File: src/eeprom_pkg.sv
package eeprom_pkg;

    // ~~~~~~~~~~~~~~~~~~~~~~~~~~~~~~~~~~~~~~~~~~~~~~~~~~~~~~~~~~~~~~~~~~~~~
    // Memory geometry
    // ~~~~~~~~~~~~~~~~~~~~~~~~~~~~~~~~~~~~~~~~~~~~~~~~~~~~~~~~~~~~~~~~~~~~~
    localparam int unsigned ADDR_W    = 11;
    localparam int unsigned MEM_DEPTH = 2048;

    typedef logic [ADDR_W-1:0] mem_addr_t;   // Block bits, then word address.

    // ~~~~~~~~~~~~~~~~~~~~~~~~~~~~~~~~~~~~~~~~~~~~~~~~~~~~~~~~~~~~~~~~~~~~~
    // Received byte views
    // ~~~~~~~~~~~~~~~~~~~~~~~~~~~~~~~~~~~~~~~~~~~~~~~~~~~~~~~~~~~~~~~~~~~~~
    typedef struct packed {
        logic [3:0] dev_code;                // Device type identifier.
        logic [2:0] block;                   // Upper address bits.
        logic       rw;                      // High for read.
    } ctrl_byte_t;

    typedef union packed {
        logic [7:0] raw;                     // Address or data byte.
        ctrl_byte_t ctrl;
    } rx_byte_u;

    // ~~~~~~~~~~~~~~~~~~~~~~~~~~~~~~~~~~~~~~~~~~~~~~~~~~~~~~~~~~~~~~~~~~~~~
    // Stage to stage records
    // ~~~~~~~~~~~~~~~~~~~~~~~~~~~~~~~~~~~~~~~~~~~~~~~~~~~~~~~~~~~~~~~~~~~~~
    typedef struct packed {
        logic start;
        logic stop;
        logic scl_rise;
        logic scl_fall;
        logic data_bit;                      // Synchronized data level.
    } bus_event_t;

    typedef struct packed {
        logic     valid;                     // One cycle strobe.
        rx_byte_u value;
    } rx_byte_t;

    typedef struct packed {
        logic       ack_en;                  // Acknowledge the current byte.
        logic       load;                    // Next byte to transmit.
        logic [7:0] value;
    } tx_ctrl_t;

    typedef struct packed {
        logic       cyc;
        logic       stb;
        logic       we;
        mem_addr_t  adr;
        logic [7:0] dat;
    } wb_req_t;

    typedef struct packed {
        logic       ack;
        logic [7:0] dat;
    } wb_rsp_t;

endpackage

File: src/bus_line_sampler.sv
`timescale 1ns/1ps

module bus_line_sampler
    import eeprom_pkg::*;
(
    input  logic       sda,
    input  logic       rst_n,
    input  logic       scl,
    input  logic       sdat_in,
    output bus_event_t events
);

    logic [1:0] scl_sync;
    logic [1:0] sdat_sync;
    logic       scl_q;
    logic       sdat_q;
    logic       scl_now;
    logic       sdat_now;

    assign scl_now  = scl_sync[1];
    assign sdat_now = sdat_sync[1];

    // ~~~~~~~~~~~~~~~~~~~~~~~~~~~~~~~~~~~~~~~~~~~~~~~~~~~~~~~~~~~~~~~~~~~~~
    // Synchronizers and edge history
    // ~~~~~~~~~~~~~~~~~~~~~~~~~~~~~~~~~~~~~~~~~~~~~~~~~~~~~~~~~~~~~~~~~~~~~
    always_ff @(posedge sda or negedge rst_n)
    begin
        if (!rst_n)
        begin
            scl_sync  <= 2'b11;              // Bus idles high.
            sdat_sync <= 2'b11;
            scl_q     <= 1'b1;
            sdat_q    <= 1'b1;
        end
        else
        begin
            scl_sync  <= {scl_sync[0], scl};
            sdat_sync <= {sdat_sync[0], sdat_in};
            scl_q     <= scl_now;
            sdat_q    <= sdat_now;
        end
    end

    // Data edges with scl held high are bus conditions, not bits.
    always_ff @(posedge sda or negedge rst_n)
    begin
        if (!rst_n)
        begin
            events <= '0;
        end
        else
        begin
            events.start    <= scl_now & scl_q & sdat_q & ~sdat_now;
            events.stop     <= scl_now & scl_q & ~sdat_q & sdat_now;
            events.scl_rise <= scl_now & ~scl_q;
            events.scl_fall <= ~scl_now & scl_q;
            events.data_bit <= sdat_now;
        end
    end

endmodule

File: config.mk
export PLATFORM = sky130hd
export DESIGN_NAME = bus_line_sampler
export DESIGN_NICKNAME = d
export VERILOG_FILES = /design/src/eeprom_pkg.sv /design/src/bus_line_sampler.sv
export SDC_FILE = /design/constraint.sdc
export NUM_CORES = 1
export LEC_CHECK = 0
export BUFFER_PORTS_ARGS = -buffer_cell sky130_fd_sc_hd__buf_2
export CAP_MARGIN = 20
export CORE_AREA = 2 2 39 41
export CTS_CLUSTER_DIAMETER = 80
export DETAILED_ROUTE_END_ITERATION = 12
export DIE_AREA = 0 0 41 43
export HOLD_SLACK_MARGIN = 0.1
export PLACE_DENSITY = 0.53
export SETUP_SLACK_MARGIN = 0.05
export SYNTH_ARGS = -nofsm -noshare
export SYNTH_HDL_FRONTEND = slang
export SYNTH_SLANG_ARGS = --single-unit
File: constraint.sdc
create_clock -name sda -period 1.1 [get_ports sda]
set_input_delay 0.165 -clock sda [delete_from_list [all_inputs] [get_ports sda]]
set_output_delay 0.165 -clock sda [all_outputs]
set_load 0.02 [all_outputs]
==> summary.md <==
| Metric | Value |
|---|---|
| Largest area contributor in the netlist | `dfstp_2` |
| Starting DRT DRC Count | `1` |
| WP data arrival | `770 ps` |
| PwrDens | `1698 nW/um2` |
| TNS Setup | `0 ps` |
| CTS root buffer | `clkbuf_4` |
| Overflow after GRT | `0` |
| CTS buffer count | `3` |
| Crit. End Element | `primary output` |
| Mux cell area share after synthesis | `0` |
| Share of layout cells above drive strength 1 | `0.6000` |
| Deepest clock path buffer count | `2` |
| CP top delay family | `flip-flops` |
| Mapped Area | `317.8 um2` |
| Slew margin rel. | `0.8556` |
| Gates resized, CTS repair | `0` |
| Synth Area in Compound Gates | `0` |
| Peak supply drop | `0.5811 mV` |
| Required @ worst endpoint | `940 ps` |
| R2R Setup Slk | `230 ps` |
| Worst r2r path cells | `1` |
| Final Cell Area | `434.2 um2` |
| XOR/XNOR Fraction of Synth Area | `0` |
| Wirelength per Cell | `9.109 um` |
| Initial antenna violation count | `0` |
| Core region area | `1384 um2` |
| Sink Count | `11` |
| Initial Utilization | `0.2297` |
| Final Hold Viols | `0` |
| Asr flop ratio synth | `1.000` |
| Residual DRC | `0` |
| CTS tree | `built` |
| Clock slew at the register clock pins of the worst setup and hold paths | `60 ps` |
| Avg Synthesized Cell Area | `21.19 um2` |
| CP peak stage delay | `370 ps` |
| Number of synthesized flops with an enable pin | `0` |
| Largest net degree at the start of global routing | `12` |
| Final setup vio count | `0` |
| First drt pass iteration count | `2` |
| Die height | `43 um` |
| Synth Area in Adders | `0` |
| Synth top area cells | `dfstp_2 (50%), dfrtp_1 (39%), and4b_1 (6.3%)` |
| DR vias | `165` |
| Number of port buffers | `8` |
| Max Fanout on Critical Path | `1` |
| Worst setup SP type | `register` |
| Worst skew pair latency | `250 ps` |
| Register area share after synthesis | `0.8898` |
| Largest family of logic cells by synthesized area | `simple AND/OR/NAND/NOR gates` |
| Slew at the pin closest to its max-slew limit | `216.6 ps` |
| Worst Path Buf+Inv | `1` |
| Synthesized instance count | `15` |
| Tmin final | `939.1 ps` |
| Most used DFF post-synth | `dfstp_2` |
| FMAX | `1.065 GHz` |
| Die Wd | `41 um` |
| Class of the worst hold path | `input pin to asynchronous set/reset pin` |
| Tot GR Track Use | `0.06442` |
| Share of Yosys cell area claimed by the top area cell type | `0.4961` |
| Most common cell in the netlist | `dfstp_2` |
| RR Startpoint | `scl_sync[1]` |
| #FFs+latches synth | `11` |
| CP Cell Sequence | `buf_2` |
| Max Cap Viol | `0` |
| Rows | `14` |
| FF-to-FF End | `events[1]` |
| Synth top cells by count | `dfstp_2 (6), dfrtp_1 (5), and4b_1 (2)` |
| Placed Area | `377.9 um2` |
| Slowest-stage cell, CP | `dfrtp_1` |
| Synth warn | `0` |
| Gp weighted congestion | `0.5607` |
| Die Area | `1763 um2` |
| Post-route ant nets | `0` |
| Max Slew Vio Count | `0` |
| Crit path kind | `register to primary output` |
| RSZ-0062 raised after global routing | `false` |
| # nets final | `35` |
| I/O Pins | `9` |
| ANT cells | `0` |
| Status | `complete, no violations` |
| Htree depth | `1` |
| Area Overhead vs Synth | `36.61%` |
| Global-route wire length before repair | `669 um` |
| Vias in the first global route | `170` |
| Clock skew after layout | `1.298 ps` |
| Leakage power | `0.2107 nW` |
| Vias per cell | `3.587` |
| Synth Area in Simple Gates | `0.1102` |
| Syn_nets | `19` |
| Crit share post-route | `0.8537` |
| Detailed Route WL | `419 um` |
| Post-synth cell types | `5` |
logic make-up (layout without fill, tap and decap cells):
group	after synthesis	after routing
buffers and inverters	0	15
flip-flops	11	11
AND/OR/NAND/NOR	4	4
power by group:
part	internal, mW	switching [mW]
Sequential	0.432	0.00853
Clock	0.140	0.114
Combinational	0.0201	0.0224
metal layers:
layer  global-route usage  wire [um]
met4              0.08000          7
met2              0.08125        191
met3              0.03141         48
met5                    0          0
met1              0.06485        172
worst max-delay path by stage:
stage,from,end,cells past startpoint
global placement,scl_sync[1],events[1],1
finish,events[4],events[4],1
global route,events[2],events[2],1
detailed placement,scl_sync[1],events[1],1
CTS,events[4],events[4],1
floorplan,scl_sync[1],events[1],1
timing repair:
action	4_1_cts	5_1_grt
hold endpoints to repair	13	0
setup endpoints to repair	0	0
hold buffers	3	0
setup buffers	0	0
flip-flops by register name (all words and copies together), names as in the netlist:
| signal | count |
|---|---|
| events | 5 |
| sdat_sync | 2 |
| scl_sync | 2 |
| scl_q | 1 |
| sdat_q | 1 |
final cells by class:
class	count	area, um2
Fill cell	133	949.7
Sequential cell	11	282.8
Timing Repair Buffer	11	70.07
Multi-Input combinational cell	4	35.03
Clock buffer	4	26.28
Tap cell	16	20.02
placed cells by master, fill, tap and decap left out:
master / instances
clkbuf_1: 1
buf_2: 8
nor2b_1: 1
clkbuf_4: 3
and2b_2: 1
dfstp_2: 6
dlygate4sd3_1: 3
and4b_1: 2
dfrtp_1: 5
stage by stage:
step / total power [mW] / hold slack (ps) / instances / util / worst slack, ps
after floorplan: 0.4608 / -130.6 / 15 / - / 262.4
after global placement: 0.4808 / 27.89 / 39 / 0.2731 / 259.1
after detailed placement: 0.4839 / 35.16 / 39 / 0.2731 / 233.5
after CTS: 0.7555 / 293.7 / 46 / 0.3137 / 141.5
after global routing: 0.7774 / 322.4 / 46 / 0.3137 / 131.1
final: 0.7372 / 287.6 / 46 / 0.3137 / 160.9
(Power assumes the default switching activity.)
