[src/eeprom_pkg.sv]
package eeprom_pkg;

    // ~~~~~~~~~~~~~~~~~~~~~~~~~~~~~~~~~~~~~~~~~~~~~~~~~~~~~~~~~~~~~~~~~~~~~
    // Memory geometry
    // ~~~~~~~~~~~~~~~~~~~~~~~~~~~~~~~~~~~~~~~~~~~~~~~~~~~~~~~~~~~~~~~~~~~~~
    localparam int unsigned ADDR_W    = 11;
    localparam int unsigned MEM_DEPTH = 2048;

    typedef logic [ADDR_W-1:0] mem_addr_t;   // Block bits, then word address.

    // ~~~~~~~~~~~~~~~~~~~~~~~~~~~~~~~~~~~~~~~~~~~~~~~~~~~~~~~~~~~~~~~~~~~~~
    // Received byte views
    // ~~~~~~~~~~~~~~~~~~~~~~~~~~~~~~~~~~~~~~~~~~~~~~~~~~~~~~~~~~~~~~~~~~~~~
    typedef struct packed {
        logic [3:0] dev_code;                // Device type identifier.
        logic [2:0] block;                   // Upper address bits.
        logic       rw;                      // High for read.
    } ctrl_byte_t;

    typedef union packed {
        logic [7:0] raw;                     // Address or data byte.
        ctrl_byte_t ctrl;
    } rx_byte_u;

    // ~~~~~~~~~~~~~~~~~~~~~~~~~~~~~~~~~~~~~~~~~~~~~~~~~~~~~~~~~~~~~~~~~~~~~
    // Stage to stage records
    // ~~~~~~~~~~~~~~~~~~~~~~~~~~~~~~~~~~~~~~~~~~~~~~~~~~~~~~~~~~~~~~~~~~~~~
    typedef struct packed {
        logic start;
        logic stop;
        logic scl_rise;
        logic scl_fall;
        logic data_bit;                      // Synchronized data level.
    } bus_event_t;

    typedef struct packed {
        logic     valid;                     // One cycle strobe.
        rx_byte_u value;
    } rx_byte_t;

    typedef struct packed {
        logic       ack_en;                  // Acknowledge the current byte.
        logic       load;                    // Next byte to transmit.
        logic [7:0] value;
    } tx_ctrl_t;

    typedef struct packed {
        logic       cyc;
        logic       stb;
        logic       we;
        mem_addr_t  adr;
        logic [7:0] dat;
    } wb_req_t;

    typedef struct packed {
        logic       ack;
        logic [7:0] dat;
    } wb_rsp_t;

endpackage

[src/byte_framer.sv]
`timescale 1ns/1ps

module byte_framer
    import eeprom_pkg::*;
(
    input  logic       sda,
    input  logic       rst_n,
    input  bus_event_t events,
    input  tx_ctrl_t   tx,
    output rx_byte_t   rx,
    output logic       master_ack,
    output logic       sdat_oe
);

    logic [3:0] bit_cnt;                     // Bits seen in this frame, 0 to 8.
    logic       tx_mode;
    logic       ack_slot;                    // Between 8th and 9th scl fall.
    logic       ack_pend;
    logic       load_pend;
    logic [7:0] load_val;
    logic [7:0] rx_shift;
    logic [7:0] tx_shift;
    logic       rx_valid;

    assign rx.valid     = rx_valid;
    assign rx.value.raw = rx_shift;

    // ~~~~~~~~~~~~~~~~~~~~~~~~~~~~~~~~~~~~~~~~~~~~~~~~~~~~~~~~~~~~~~~~~~~~~
    // Bit framing
    // ~~~~~~~~~~~~~~~~~~~~~~~~~~~~~~~~~~~~~~~~~~~~~~~~~~~~~~~~~~~~~~~~~~~~~
    always_ff @(posedge sda or negedge rst_n)
    begin
        if (!rst_n)
        begin
            bit_cnt    <= '0;
            tx_mode    <= 1'b0;
            ack_slot   <= 1'b0;
            ack_pend   <= 1'b0;
            load_pend  <= 1'b0;
            load_val   <= '0;
            rx_shift   <= '0;
            tx_shift   <= '0;
            rx_valid   <= 1'b0;
            master_ack <= 1'b0;
            sdat_oe    <= 1'b0;
        end
        else
        begin
            rx_valid   <= 1'b0;
            master_ack <= 1'b0;
            if (tx.ack_en)
            begin
                ack_pend <= 1'b1;
            end
            if (tx.load)
            begin
                load_pend <= 1'b1;
                load_val  <= tx.value;
            end

            if (events.start || events.stop)
            begin
                bit_cnt   <= '0;                 // Abort the frame.
                tx_mode   <= 1'b0;
                ack_slot  <= 1'b0;
                ack_pend  <= 1'b0;
                load_pend <= 1'b0;
                sdat_oe   <= 1'b0;
            end
            else if (events.scl_rise)
            begin
                if (bit_cnt == 4'd8)
                begin
                    bit_cnt    <= '0;
                    master_ack <= tx_mode & ~events.data_bit;   // Low means ACK.
                end
                else
                begin
                    bit_cnt <= bit_cnt + 4'd1;
                    if (!tx_mode)
                    begin
                        rx_shift <= {rx_shift[6:0], events.data_bit};   // MSB first.
                        rx_valid <= (bit_cnt == 4'd7);
                    end
                end
            end
            else if (events.scl_fall)
            begin
                if (ack_slot)
                begin
                    // First read bit leaves as the acknowledge ends.
                    ack_slot  <= 1'b0;
                    ack_pend  <= 1'b0;
                    tx_mode   <= load_pend;
                    load_pend <= 1'b0;
                    sdat_oe   <= load_pend & ~load_val[7];
                    tx_shift  <= {load_val[6:0], 1'b0};
                end
                else if (bit_cnt == 4'd8)
                begin
                    ack_slot <= 1'b1;
                    sdat_oe  <= ~tx_mode & ack_pend;    // Master owns the slot in tx.
                end
                else if (tx_mode && bit_cnt != 4'd0)
                begin
                    sdat_oe  <= ~tx_shift[7];           // Pull low for a zero.
                    tx_shift <= {tx_shift[6:0], 1'b0};
                end
            end
        end
    end

endmodule

[config.mk]
export PLATFORM = sky130hd
export DESIGN_NAME = byte_framer
export DESIGN_NICKNAME = d
export VERILOG_FILES = /design/src/eeprom_pkg.sv /design/src/byte_framer.sv
export SDC_FILE = /design/constraint.sdc
export NUM_CORES = 1
export LEC_CHECK = 0
export BUFFER_PORTS_ARGS = -buffer_cell sky130_fd_sc_hd__buf_2
export CORE_ASPECT_RATIO = 1.1
export CORE_UTILIZATION = 50
export DETAILED_ROUTE_END_ITERATION = 8
export PLACE_DENSITY_LB_ADDON = 0.12
export SLEW_MARGIN = 20
export SYNTH_ARGS = -nofsm -noshare
export SYNTH_HDL_FRONTEND = slang
export SYNTH_SLANG_ARGS = --single-unit
export TNS_END_PERCENT = 50
[constraint.sdc]
create_clock -name sda -period 2.7 [get_ports sda]
set_input_delay 0 -clock sda [delete_from_list [all_inputs] [get_ports sda]]
set_output_delay 0 -clock sda [all_outputs]
set_load 0.05 [all_outputs]
==> impl_metrics.yaml <==
sta:
  rsz0062_at_grt: "false"
  slew_headroom: 0.506
  fin_crit_ns: 2.04
  hold_viol: 0
  worstMarginPinSlew_ns: 0.742
  setup_violations: 0
  fin_skew_ns: 0.00476
  period_share: 0.755
  finalSetupTns_ns: 0
  max_freq_mhz: 490
  maxSlewViolCount: 0
die:
  rows: 20
  die_area_um2: 3290
  start_util: 0.541
  core_area_um2: 2830
  pin_count: 28
  fp.dieH_um: 60.0
  dieWidth_um: 54.7
route:
  drt_iter0_drc: 25
  drt.antenna.violating_nets: 0
  totalWireLength_um: 2750
  num_vias: 1097
  wl_per_cell_um: 13.7
  drc: 0
  drt_first_pass_iters: 4
  via_per_inst: 5.46
synth:
  yosysUniqueCellTypes: 28
  yosysSeqAreaShare: 0.556
  syn-num-nets: 144
  synth_warnings: 0
  ys_seq_elements: 34
  synthesis.area_um2: 1530
  syn_avg_cell_area_um2: 12.2
  synthCells: 125
grt:
  antenna_found_initial: 0
  use_met1: 0.230
  grt_pass1_vias: 1075
  met2_usage: 0.336
  grt_busiest_layer: "met2"
  grt_start_max_net_pins: 35
  overflow: 0
  grt_pass1_wl_um: 4610
  grt_usage: 0.204
  grtUsageMet3: 0.0534
clock_network:
  cts-hold-fix-buffers: 15
  cts_max_level: 2
  post_cts_buffers: 0
  clkSinkCount: 34
  clk_latency_ns: 0.33
  cts_tree: "built"
  cts-buffers-inserted: 5
  cts-root-buf: "clkbuf_4"
  cts_resized: 0
  cts.clk_slew.worst_paths_ns: 0.10
  cts_max_path_buffers: 2
worst_setup_path:
  r2r-start: "bit_cnt[0]"
  startpoint_type: "register"
  cp-end-kind: "register"
  worst_r2r_path_depth: 6
  cp.required_ns: 2.93
  r2r_setup_slack_ns: 0.66
  worstPathArrival_ns: 2.27
  crit-reg2reg-capture: "sdat_oe"
  crit_fanout: 4
  crit_type: "register to register"
flow_run:
  drv_cap: 0
power:
  peakVddDrop_mv: 0.652
  p_leak_nw: 0.933
  p_per_area_nw_per_um2: 689
  finalPower_mw: 1.31
placed_design:
  dpl-instance-area_um2: 1680
  gp_congestion: 0.749
  io_buffers: 27
  dpl.hpwl_um: 1880
layout:
  antenna_cells: 0
  layout-drive-gt1-share: 0.310
  nNetsFinal: 186
  area_growth_pct: 24.2
  final_cell_area_um2: 1900
min_path:
  worstHoldStart: "tx[8]"
  hold_depth: 3
  hold_end: "load_pend"
  worstHoldPathType: "primary input to register"
outcome:
  outcome: "finished clean"
-- report_power, final --
| group | internal, mW | total, mW | switching (mW) |
|---|---|---|---|
| Sequential | 0.573 | 0.611 | 0.0380 |
| Clock | 0.196 | 0.359 | 0.162 |
| Combinational | 0.0985 | 0.340 | 0.241 |
-- per-layer routing --
layer | up-vias | routed length [µm]
met3 | 8 | 116
met2 | 26 | 1430
met4 | 0 | 67
met1 | 544 | 1130
met5 | - | 0
li1 | 519 | -
-- final cells by class --
type,count,area [µm²]
Clock buffer,7,45.0
Clock inverter,1,30.0
Fill cell,242,927
Inverter,3,11.3
Multi-Input combinational cell,81,637
Sequential cell,34,851
Tap cell,33,41.3
Timing Repair Buffer,42,285
-- worst max-delay path by stage --
stage	startpoint	to	slack [ns]	cells past startpoint
final	bit_cnt[0]	sdat_oe	0.66	6
after global routing	bit_cnt[0]	sdat_oe	0.62	6
after CTS	bit_cnt[0]	sdat_oe	0.66	6
after detailed placement	bit_cnt[0]	sdat_oe	0.68	6
after global placement	bit_cnt[0]	sdat_oe	0.77	6
after floorplan	bit_cnt[0]	sdat_oe	0.81	6
-- sequential cells by signal (all words and copies together), names as in the netlist --
signal	flops
rx_shift	8
sdat_oe	1
ack_pend	1
master_ack	1
ack_slot	1
tx_shift	7
rx_valid	1
tx_mode	1
bit_cnt	4
load_val	8
load_pend	1
-- worst max-delay path: stages (launching register included) --
cell and delay (ns):
dfrtp_1 0.41, inv_1 0.11, ha_1 0.23, and3b_4 0.25, mux2_4 0.30, or4_1 0.51, o211a_1 0.14
-- kinds of logic (layout without fill, tap and decap cells) --
kind of cell / after synthesis / after routing / share of synthesized area
DFF: 34 / 34 / 0.556
adders and majority gates: 2 / 2 / 0.0164
and+or+nand+nor: 37 / 37 / 0.126
buffers and inverters: 10 / 53 / 0.0278
muxes: 31 / 31 / 0.229
AOI/OAI and AO/OA: 11 / 11 / 0.0450
-- cells in the mapped netlist (all sizes together) --
cell,instances,share of area
a211oi,1,0.0049
a21boi,1,0.0049
a21oi,4,0.013
and3b,1,0.0082
buf,2,0.0082
clkbuf,5,0.012
dfrtp,34,0.56
ha,2,0.016
inv,3,0.0074
mux2,29,0.22
mux2i,2,0.013
nand2,9,0.022
nand2b,2,0.0082
nand3b,2,0.0098
nor2,13,0.032
nor3,4,0.016
nor3b,1,0.0049
nor4b,2,0.011
o211a,1,0.0065
o21ai,3,0.0098
o32ai,1,0.0057
or2,1,0.0041
or3,1,0.0041
or4,1,0.0049
-- layout by cell type (no fill, tap or decap), drive strengths merged, types with 2 or more instances in the layout --
cell type    instances
mux2                29
nor3                 4
o21ai                3
dlygate4sd3         15
mux2i                2
nor4b                2
a21oi                4
nand2                9
clkbuf               7
inv                  3
nand3b               2
ha                   2
nor2                13
dfrtp               34
buf                 27
nand2b               2
-- metrics by stage --
step,setup WS [ns],hold WS [ns],std cells,utilization
2_1_floorplan,0.811,-0.296,125,-
5_1_grt,0.622,0.0580,201,0.672
4_1_cts,0.661,0.0139,201,0.672
3_5_place_dp,0.680,0.107,178,0.592
3_3_place_gp,0.770,0.102,178,0.592
6_report,0.661,0.0329,201,0.672
Note: power is estimated with default switching activity, not from simulation.
