## src/eeprom_pkg.sv

```systemverilog
package eeprom_pkg;

    // ~~~~~~~~~~~~~~~~~~~~~~~~~~~~~~~~~~~~~~~~~~~~~~~~~~~~~~~~~~~~~~~~~~~~~
    // Memory geometry
    // ~~~~~~~~~~~~~~~~~~~~~~~~~~~~~~~~~~~~~~~~~~~~~~~~~~~~~~~~~~~~~~~~~~~~~
    localparam int unsigned ADDR_W    = 11;
    localparam int unsigned MEM_DEPTH = 2048;

    typedef logic [ADDR_W-1:0] mem_addr_t;   // Block bits, then word address.

    // ~~~~~~~~~~~~~~~~~~~~~~~~~~~~~~~~~~~~~~~~~~~~~~~~~~~~~~~~~~~~~~~~~~~~~
    // Received byte views
    // ~~~~~~~~~~~~~~~~~~~~~~~~~~~~~~~~~~~~~~~~~~~~~~~~~~~~~~~~~~~~~~~~~~~~~
    typedef struct packed {
        logic [3:0] dev_code;                // Device type identifier.
        logic [2:0] block;                   // Upper address bits.
        logic       rw;                      // High for read.
    } ctrl_byte_t;

    typedef union packed {
        logic [7:0] raw;                     // Address or data byte.
        ctrl_byte_t ctrl;
    } rx_byte_u;

    // ~~~~~~~~~~~~~~~~~~~~~~~~~~~~~~~~~~~~~~~~~~~~~~~~~~~~~~~~~~~~~~~~~~~~~
    // Stage to stage records
    // ~~~~~~~~~~~~~~~~~~~~~~~~~~~~~~~~~~~~~~~~~~~~~~~~~~~~~~~~~~~~~~~~~~~~~
    typedef struct packed {
        logic start;
        logic stop;
        logic scl_rise;
        logic scl_fall;
        logic data_bit;                      // Synchronized data level.
    } bus_event_t;

    typedef struct packed {
        logic     valid;                     // One cycle strobe.
        rx_byte_u value;
    } rx_byte_t;

    typedef struct packed {
        logic       ack_en;                  // Acknowledge the current byte.
        logic       load;                    // Next byte to transmit.
        logic [7:0] value;
    } tx_ctrl_t;

    typedef struct packed {
        logic       cyc;
        logic       stb;
        logic       we;
        mem_addr_t  adr;
        logic [7:0] dat;
    } wb_req_t;

    typedef struct packed {
        logic       ack;
        logic [7:0] dat;
    } wb_rsp_t;

endpackage

```

## src/eeprom_sequencer.sv

```systemverilog
`timescale 1ns/1ps

module eeprom_sequencer
    import eeprom_pkg::*;
#(
    parameter logic [3:0] DEVICE_CODE = 4'b1010
)
(
    input  logic       sda,
    input  logic       rst_n,
    input  bus_event_t events,
    input  rx_byte_t   rx,
    input  logic       master_ack,
    output tx_ctrl_t   tx,
    output wb_req_t    wb_req,
    input  wb_rsp_t    wb_rsp
);

    localparam logic [2:0] ST_IDLE   = 3'd0;
    localparam logic [2:0] ST_CTRL   = 3'd1;
    localparam logic [2:0] ST_WADDR  = 3'd2;
    localparam logic [2:0] ST_WDATA  = 3'd3;
    localparam logic [2:0] ST_READ   = 3'd4;
    localparam logic [2:0] ST_IGNORE = 3'd5;

    logic [2:0] state;
    mem_addr_t  addr;                        // Next location to access.
    logic       bus_abort;
    logic       rd_done;

    assign bus_abort = events.start | events.stop;
    assign rd_done   = wb_rsp.ack & ~wb_req.we & (state == ST_READ) & ~bus_abort;

    // ~~~~~~~~~~~~~~~~~~~~~~~~~~~~~~~~~~~~~~~~~~~~~~~~~~~~~~~~~~~~~~~~~~~~~
    // Protocol FSM and Wishbone master
    // ~~~~~~~~~~~~~~~~~~~~~~~~~~~~~~~~~~~~~~~~~~~~~~~~~~~~~~~~~~~~~~~~~~~~~
    always_ff @(posedge sda or negedge rst_n)
    begin
        if (!rst_n)
        begin
            state  <= ST_IDLE;
            addr   <= '0;
            tx     <= '0;
            wb_req <= '0;
        end
        else
        begin
            tx.ack_en <= 1'b0;
            tx.load   <= 1'b0;

            // A started cycle always runs to its ack.
            if (wb_rsp.ack)
            begin
                wb_req.cyc <= 1'b0;
                wb_req.stb <= 1'b0;
                addr       <= wb_req.adr + 11'd1;    // Wraps at 2048.
            end
            if (rd_done)
            begin
                tx.load  <= 1'b1;
                tx.value <= wb_rsp.dat;
            end

            if (events.start)
            begin
                state <= ST_CTRL;
            end
            else if (events.stop)
            begin
                state <= ST_IDLE;
            end
            else
            begin
                case (state)
                    ST_CTRL:
                    begin
                        if (rx.valid)
                        begin
                            if (rx.value.ctrl.dev_code == DEVICE_CODE)
                            begin
                                tx.ack_en  <= 1'b1;
                                addr[10:8] <= rx.value.ctrl.block;
                                if (rx.value.ctrl.rw)
                                begin
                                    state      <= ST_READ;
                                    wb_req.cyc <= 1'b1;
                                    wb_req.stb <= 1'b1;
                                    wb_req.we  <= 1'b0;
                                    wb_req.adr <= {rx.value.ctrl.block, addr[7:0]};
                                end
                                else
                                begin
                                    state <= ST_WADDR;
                                end
                            end
                            else
                            begin
                                state <= ST_IGNORE;      // Not our device.
                            end
                        end
                    end
                    ST_WADDR:
                    begin
                        if (rx.valid)
                        begin
                            tx.ack_en <= 1'b1;
                            addr[7:0] <= rx.value.raw;
                            state     <= ST_WDATA;
                        end
                    end
                    ST_WDATA:
                    begin
                        if (rx.valid)
                        begin
                            tx.ack_en  <= 1'b1;
                            wb_req.cyc <= 1'b1;
                            wb_req.stb <= 1'b1;
                            wb_req.we  <= 1'b1;
                            wb_req.adr <= addr;
                            wb_req.dat <= rx.value.raw;
                        end
                    end
                    ST_READ:
                    begin
                        if (master_ack)
                        begin
                            wb_req.cyc <= 1'b1;          // Prefetch next byte.
                            wb_req.stb <= 1'b1;
                            wb_req.we  <= 1'b0;
                            wb_req.adr <= addr;
                        end
                    end
                    default:
                    begin
                        state <= state;                  // Idle or ignore.
                    end
                endcase
            end
        end
    end

endmodule

```

## config.mk

```make
export PLATFORM = sky130hd
export DESIGN_NAME = eeprom_sequencer
export DESIGN_NICKNAME = d
export VERILOG_FILES = /design/src/eeprom_pkg.sv /design/src/eeprom_sequencer.sv
export SDC_FILE = /design/constraint.sdc
export NUM_CORES = 1
export LEC_CHECK = 0
export BUFFER_PORTS_ARGS = -buffer_cell sky130_fd_sc_hd__buf_4
export CAP_MARGIN = 25
export CORE_ASPECT_RATIO = 0.9
export CORE_MARGIN = 3
export CORE_UTILIZATION = 50
export DETAILED_ROUTE_END_ITERATION = 10
export PLACE_DENSITY_LB_ADDON = 0.08
export SYNTH_ARGS = -nofsm -noshare
export SYNTH_HDL_FRONTEND = slang
export SYNTH_SLANG_ARGS = --single-unit
```

## constraint.sdc

```tcl
create_clock -name sda -period 1.85 [get_ports sda]
set_input_delay 0.185 -clock sda [delete_from_list [all_inputs] [get_ports sda]]
set_output_delay 0.185 -clock sda [all_outputs]
set_load 0.05 [all_outputs]
```

==> impl_metrics.py <==
metrics = {
    "cts": {
        "clock_path_buffers": 2,
        "path_clk_slew_ns": 0.09,
        "clockRootBuffer": "clkbuf_8",
        "numCtsBuffers": 5,
        "cts_setup_buffers": 0,
        "cts_tree": "done",
        "htree_levels": 2,
        "clk_latency_ns": 0.30,
        "clock_sinks": 46,
    },
    "yosys": {
        "synth_top_area_share_pct": 52.5,
        "synth_edf_count": 0,
        "seq_area_frac_synth_pct": 52.5,
        "async_reset_ff_share_pct": 100,
        "synth_area_leaders": "dfrtp_1 52%, mux2_2 12%, mux2i_1 6.4%",
        "synthCells": 190,
        "synth-seq-cells": 46,
        "ys.warnings.count": 0,
        "synth_cell_types": 41,
        "yosysTopAreaCell": "dfrtp_1",
        "syn_area_per_cell_um2": 11.6,
        "synth.cell_area_mm2": 0.00219,
        "synthTopCellsByCount": "46 x dfrtp_1, 23 x mux2_2, 19 x o21ai_0",
        "yosysMostFrequentCell": "dfrtp_1",
        "ys.flop_type": "dfrtp_1",
        "syn-num-nets": 217,
    },
    "floorplanning": {
        "fp.dieW_um": 75.8,
        "die_h_um": 68.9,
        "rows": 22,
        "start_util_pct": 52.8,
        "die-area_mm2": 0.00522,
        "io_pins": 58,
        "core_area_mm2": 0.00416,
    },
    "flow_run": {
        "maxCapViolCount": 0,
    },
    "routing": {
        "drt_wl_total_um": 4810,
        "final_antenna_net_count": 0,
        "vias_per_cell": 5.58,
        "vias": 1763,
        "wl_per_cell_um": 15.2,
        "drt_first_pass_iters": 5,
        "drt_iter0_markers": 75,
        "post-route-drc-count": 0,
    },
    "placement": {
        "portBuffers": 54,
        "place_congestion": 0.902,
        "post-place-cells": 307,
        "hpwl_um": 3520,
    },
    "critical_path": {
        "crit_required_ns": 2.04,
        "crit_type": "register to register",
        "start_kind": "register",
        "cp.arrival_ns": 1.92,
        "worstPathMaxFanout": 7,
        "timing.critical_path.to_type": "register",
    },
    "finish": {
        "diodes": 0,
        "utilization_pct": 68.6,
        "synthToLayoutAreaGrowth_pct": 30.0,
        "fill_cells": 329,
        "drive_gt1_share_pct": 39.8,
        "fin_cells": 316,
        "final_nets": 282,
    },
    "grt": {
        "grt_usage_pct": 20.4,
        "grt_pass1_wl_um": 7880,
        "grt_pass1_vias": 1643,
        "grt_max_degree": 47,
        "overflow": 0,
        "grt_antenna_before_repair": 0,
    },
    "sta": {
        "tightest_slew_ns": 0.570,
        "slew_violations": 0,
        "skew_ns": 0.0107,
        "hold_slack_ns": 0.0772,
        "finalSetupTns_ns": 0,
        "fin_crit_ns": 1.73,
        "setup_viol": 0,
        "fmax_ghz": 0.577,
        "rsz0062_at_grt": "false",
        "post-route-period-util_pct": 93.6,
        "slew_headroom_pct": 62.0,
        "finalHoldViolCount": 0,
    },
    "min_path": {
        "hp-class": "primary input to register",
    },
    "power": {
        "p_int_mw": 1.80,
        "power_mw": 2.67,
        "p_leak_nw": 1.47,
        "ir_drop_mv": 0.578,
        "swShare_pct": 32.5,
        "power_frac_comb_pct": 26.0,
        "power_frac_clock_pct": 27.6,
        "power.density_mw_per_mm2": 934,
        "p_seq_share_pct": 46.4,
        "p_sw_mw": 0.866,
    },
    "status": {
        "status": "finished, final reports clean",
    },
}
-- state kept, by name, indices dropped and copies added (netlist names) --
signal,cells
wb_req,22
tx,10
state,3
addr,11
-- worst max-delay path: stages, from the launching register on --
cell      delay, ns
dfrtp_1        0.44
and3b_1        0.21
a22o_1         0.27
o221ai_4       0.32
mux2_2         0.38
-- final cells by class --
type	count	area [um2]	share of cell area, %
Multi-Input combinational cell	123	972	34.1
Tap cell	60	75.1	2.63
Sequential cell	46	1150	40.4
Clock inverter	3	40.0	1.40
Inverter	15	56.3	1.97
Timing Repair Buffer	64	487	17.1
Clock buffer	5	68.8	2.41
-- cells in the final DEF (no fill, tap or decap), types with 3 or more instances in the layout --
cell type and count:
nand2_1 8, mux2i_1 14, buf_4 62, a21oi_1 3, inv_1 15, a32o_1 3
mux2_2 23, nor2_1 7, nand3b_1 3, a31oi_1 4, xnor2_1 4, clkbuf_8 5
o31ai_1 3, o21ai_0 19, dfrtp_1 44
-- repair_timing --
action | in CTS | in global routing
endpoints found under the hold margin | 46 | 0
resized for setup | 1 | 2
hold buffers | 1 | 0
endpoints found under the setup margin | 1 | 10
-- path summary, 6_finish.rpt --
check / cells after the start / to / slack (ns) / startpoint
worst min-delay path: 2 / state[1] / 0.08 / events[4]
worst max-delay path: 4 / wb_req[17] / 0.12 / state[2]
worst min register to register: 1 / tx[1] / 0.51 / tx[1]
min in group asynchronous: 2 / wb_req[10] / 0.41 / rst_n
worst max register to register: 4 / wb_req[17] / 0.12 / state[2]
max in group asynchronous: 2 / wb_req[9] / 1.03 / rst_n
-- metal layers --
| metal | part of all wire (%) | global-route usage (%) | routed length (um) | vias to the layer above |
|---|---|---|---|---|
| li1 | - | - | - | 816 |
| met1 | 43 | 27.2 | 2080 | 875 |
| met2 | 49 | 32.4 | 2350 | 65 |
| met3 | 6.7 | 4.93 | 324 | 7 |
| met4 | 1.2 | 6.99 | 60 | 0 |
| met5 | 0 | 0 | 0 | - |
-- logic make-up after synthesis --
| kind of cell | after synthesis | share of synthesized area [%] |
|---|---|---|
| XOR/XNOR | 4 | 1.60 |
| AO/OA/AOI/OAI | 40 | 11.7 |
| buffers and inverters | 21 | 3.99 |
| AND/OR/NAND/NOR | 41 | 11.5 |
| flip-flops | 46 | 52.5 |
| multiplexers | 37 | 18.2 |
| adder cells (fa/ha/maj) | 1 | 0.570 |
-- power groups by stage --
| stage | clock network, mW | logic (mW) | registers, mW |
|---|---|---|---|
| detailed placement | 0 | 0.687 | 1.25 |
| CTS | 0.747 | 0.696 | 1.23 |
| global placement | 0 | 0.669 | 1.24 |
| finish | 0.735 | 0.693 | 1.24 |
| floorplan | 0 | 0.287 | 1.41 |
| global route | 0.793 | 0.755 | 1.26 |
-- metrics by stage --
stage	worst slack [ns]	instance area, um2
after CTS	0.0608	2840
final	0.118	2850
after global placement	0.0834	2710
after global routing	0.0171	2850
after detailed placement	0.0139	2710
after floorplan	0.0240	2200
(Power assumes the default switching activity.)
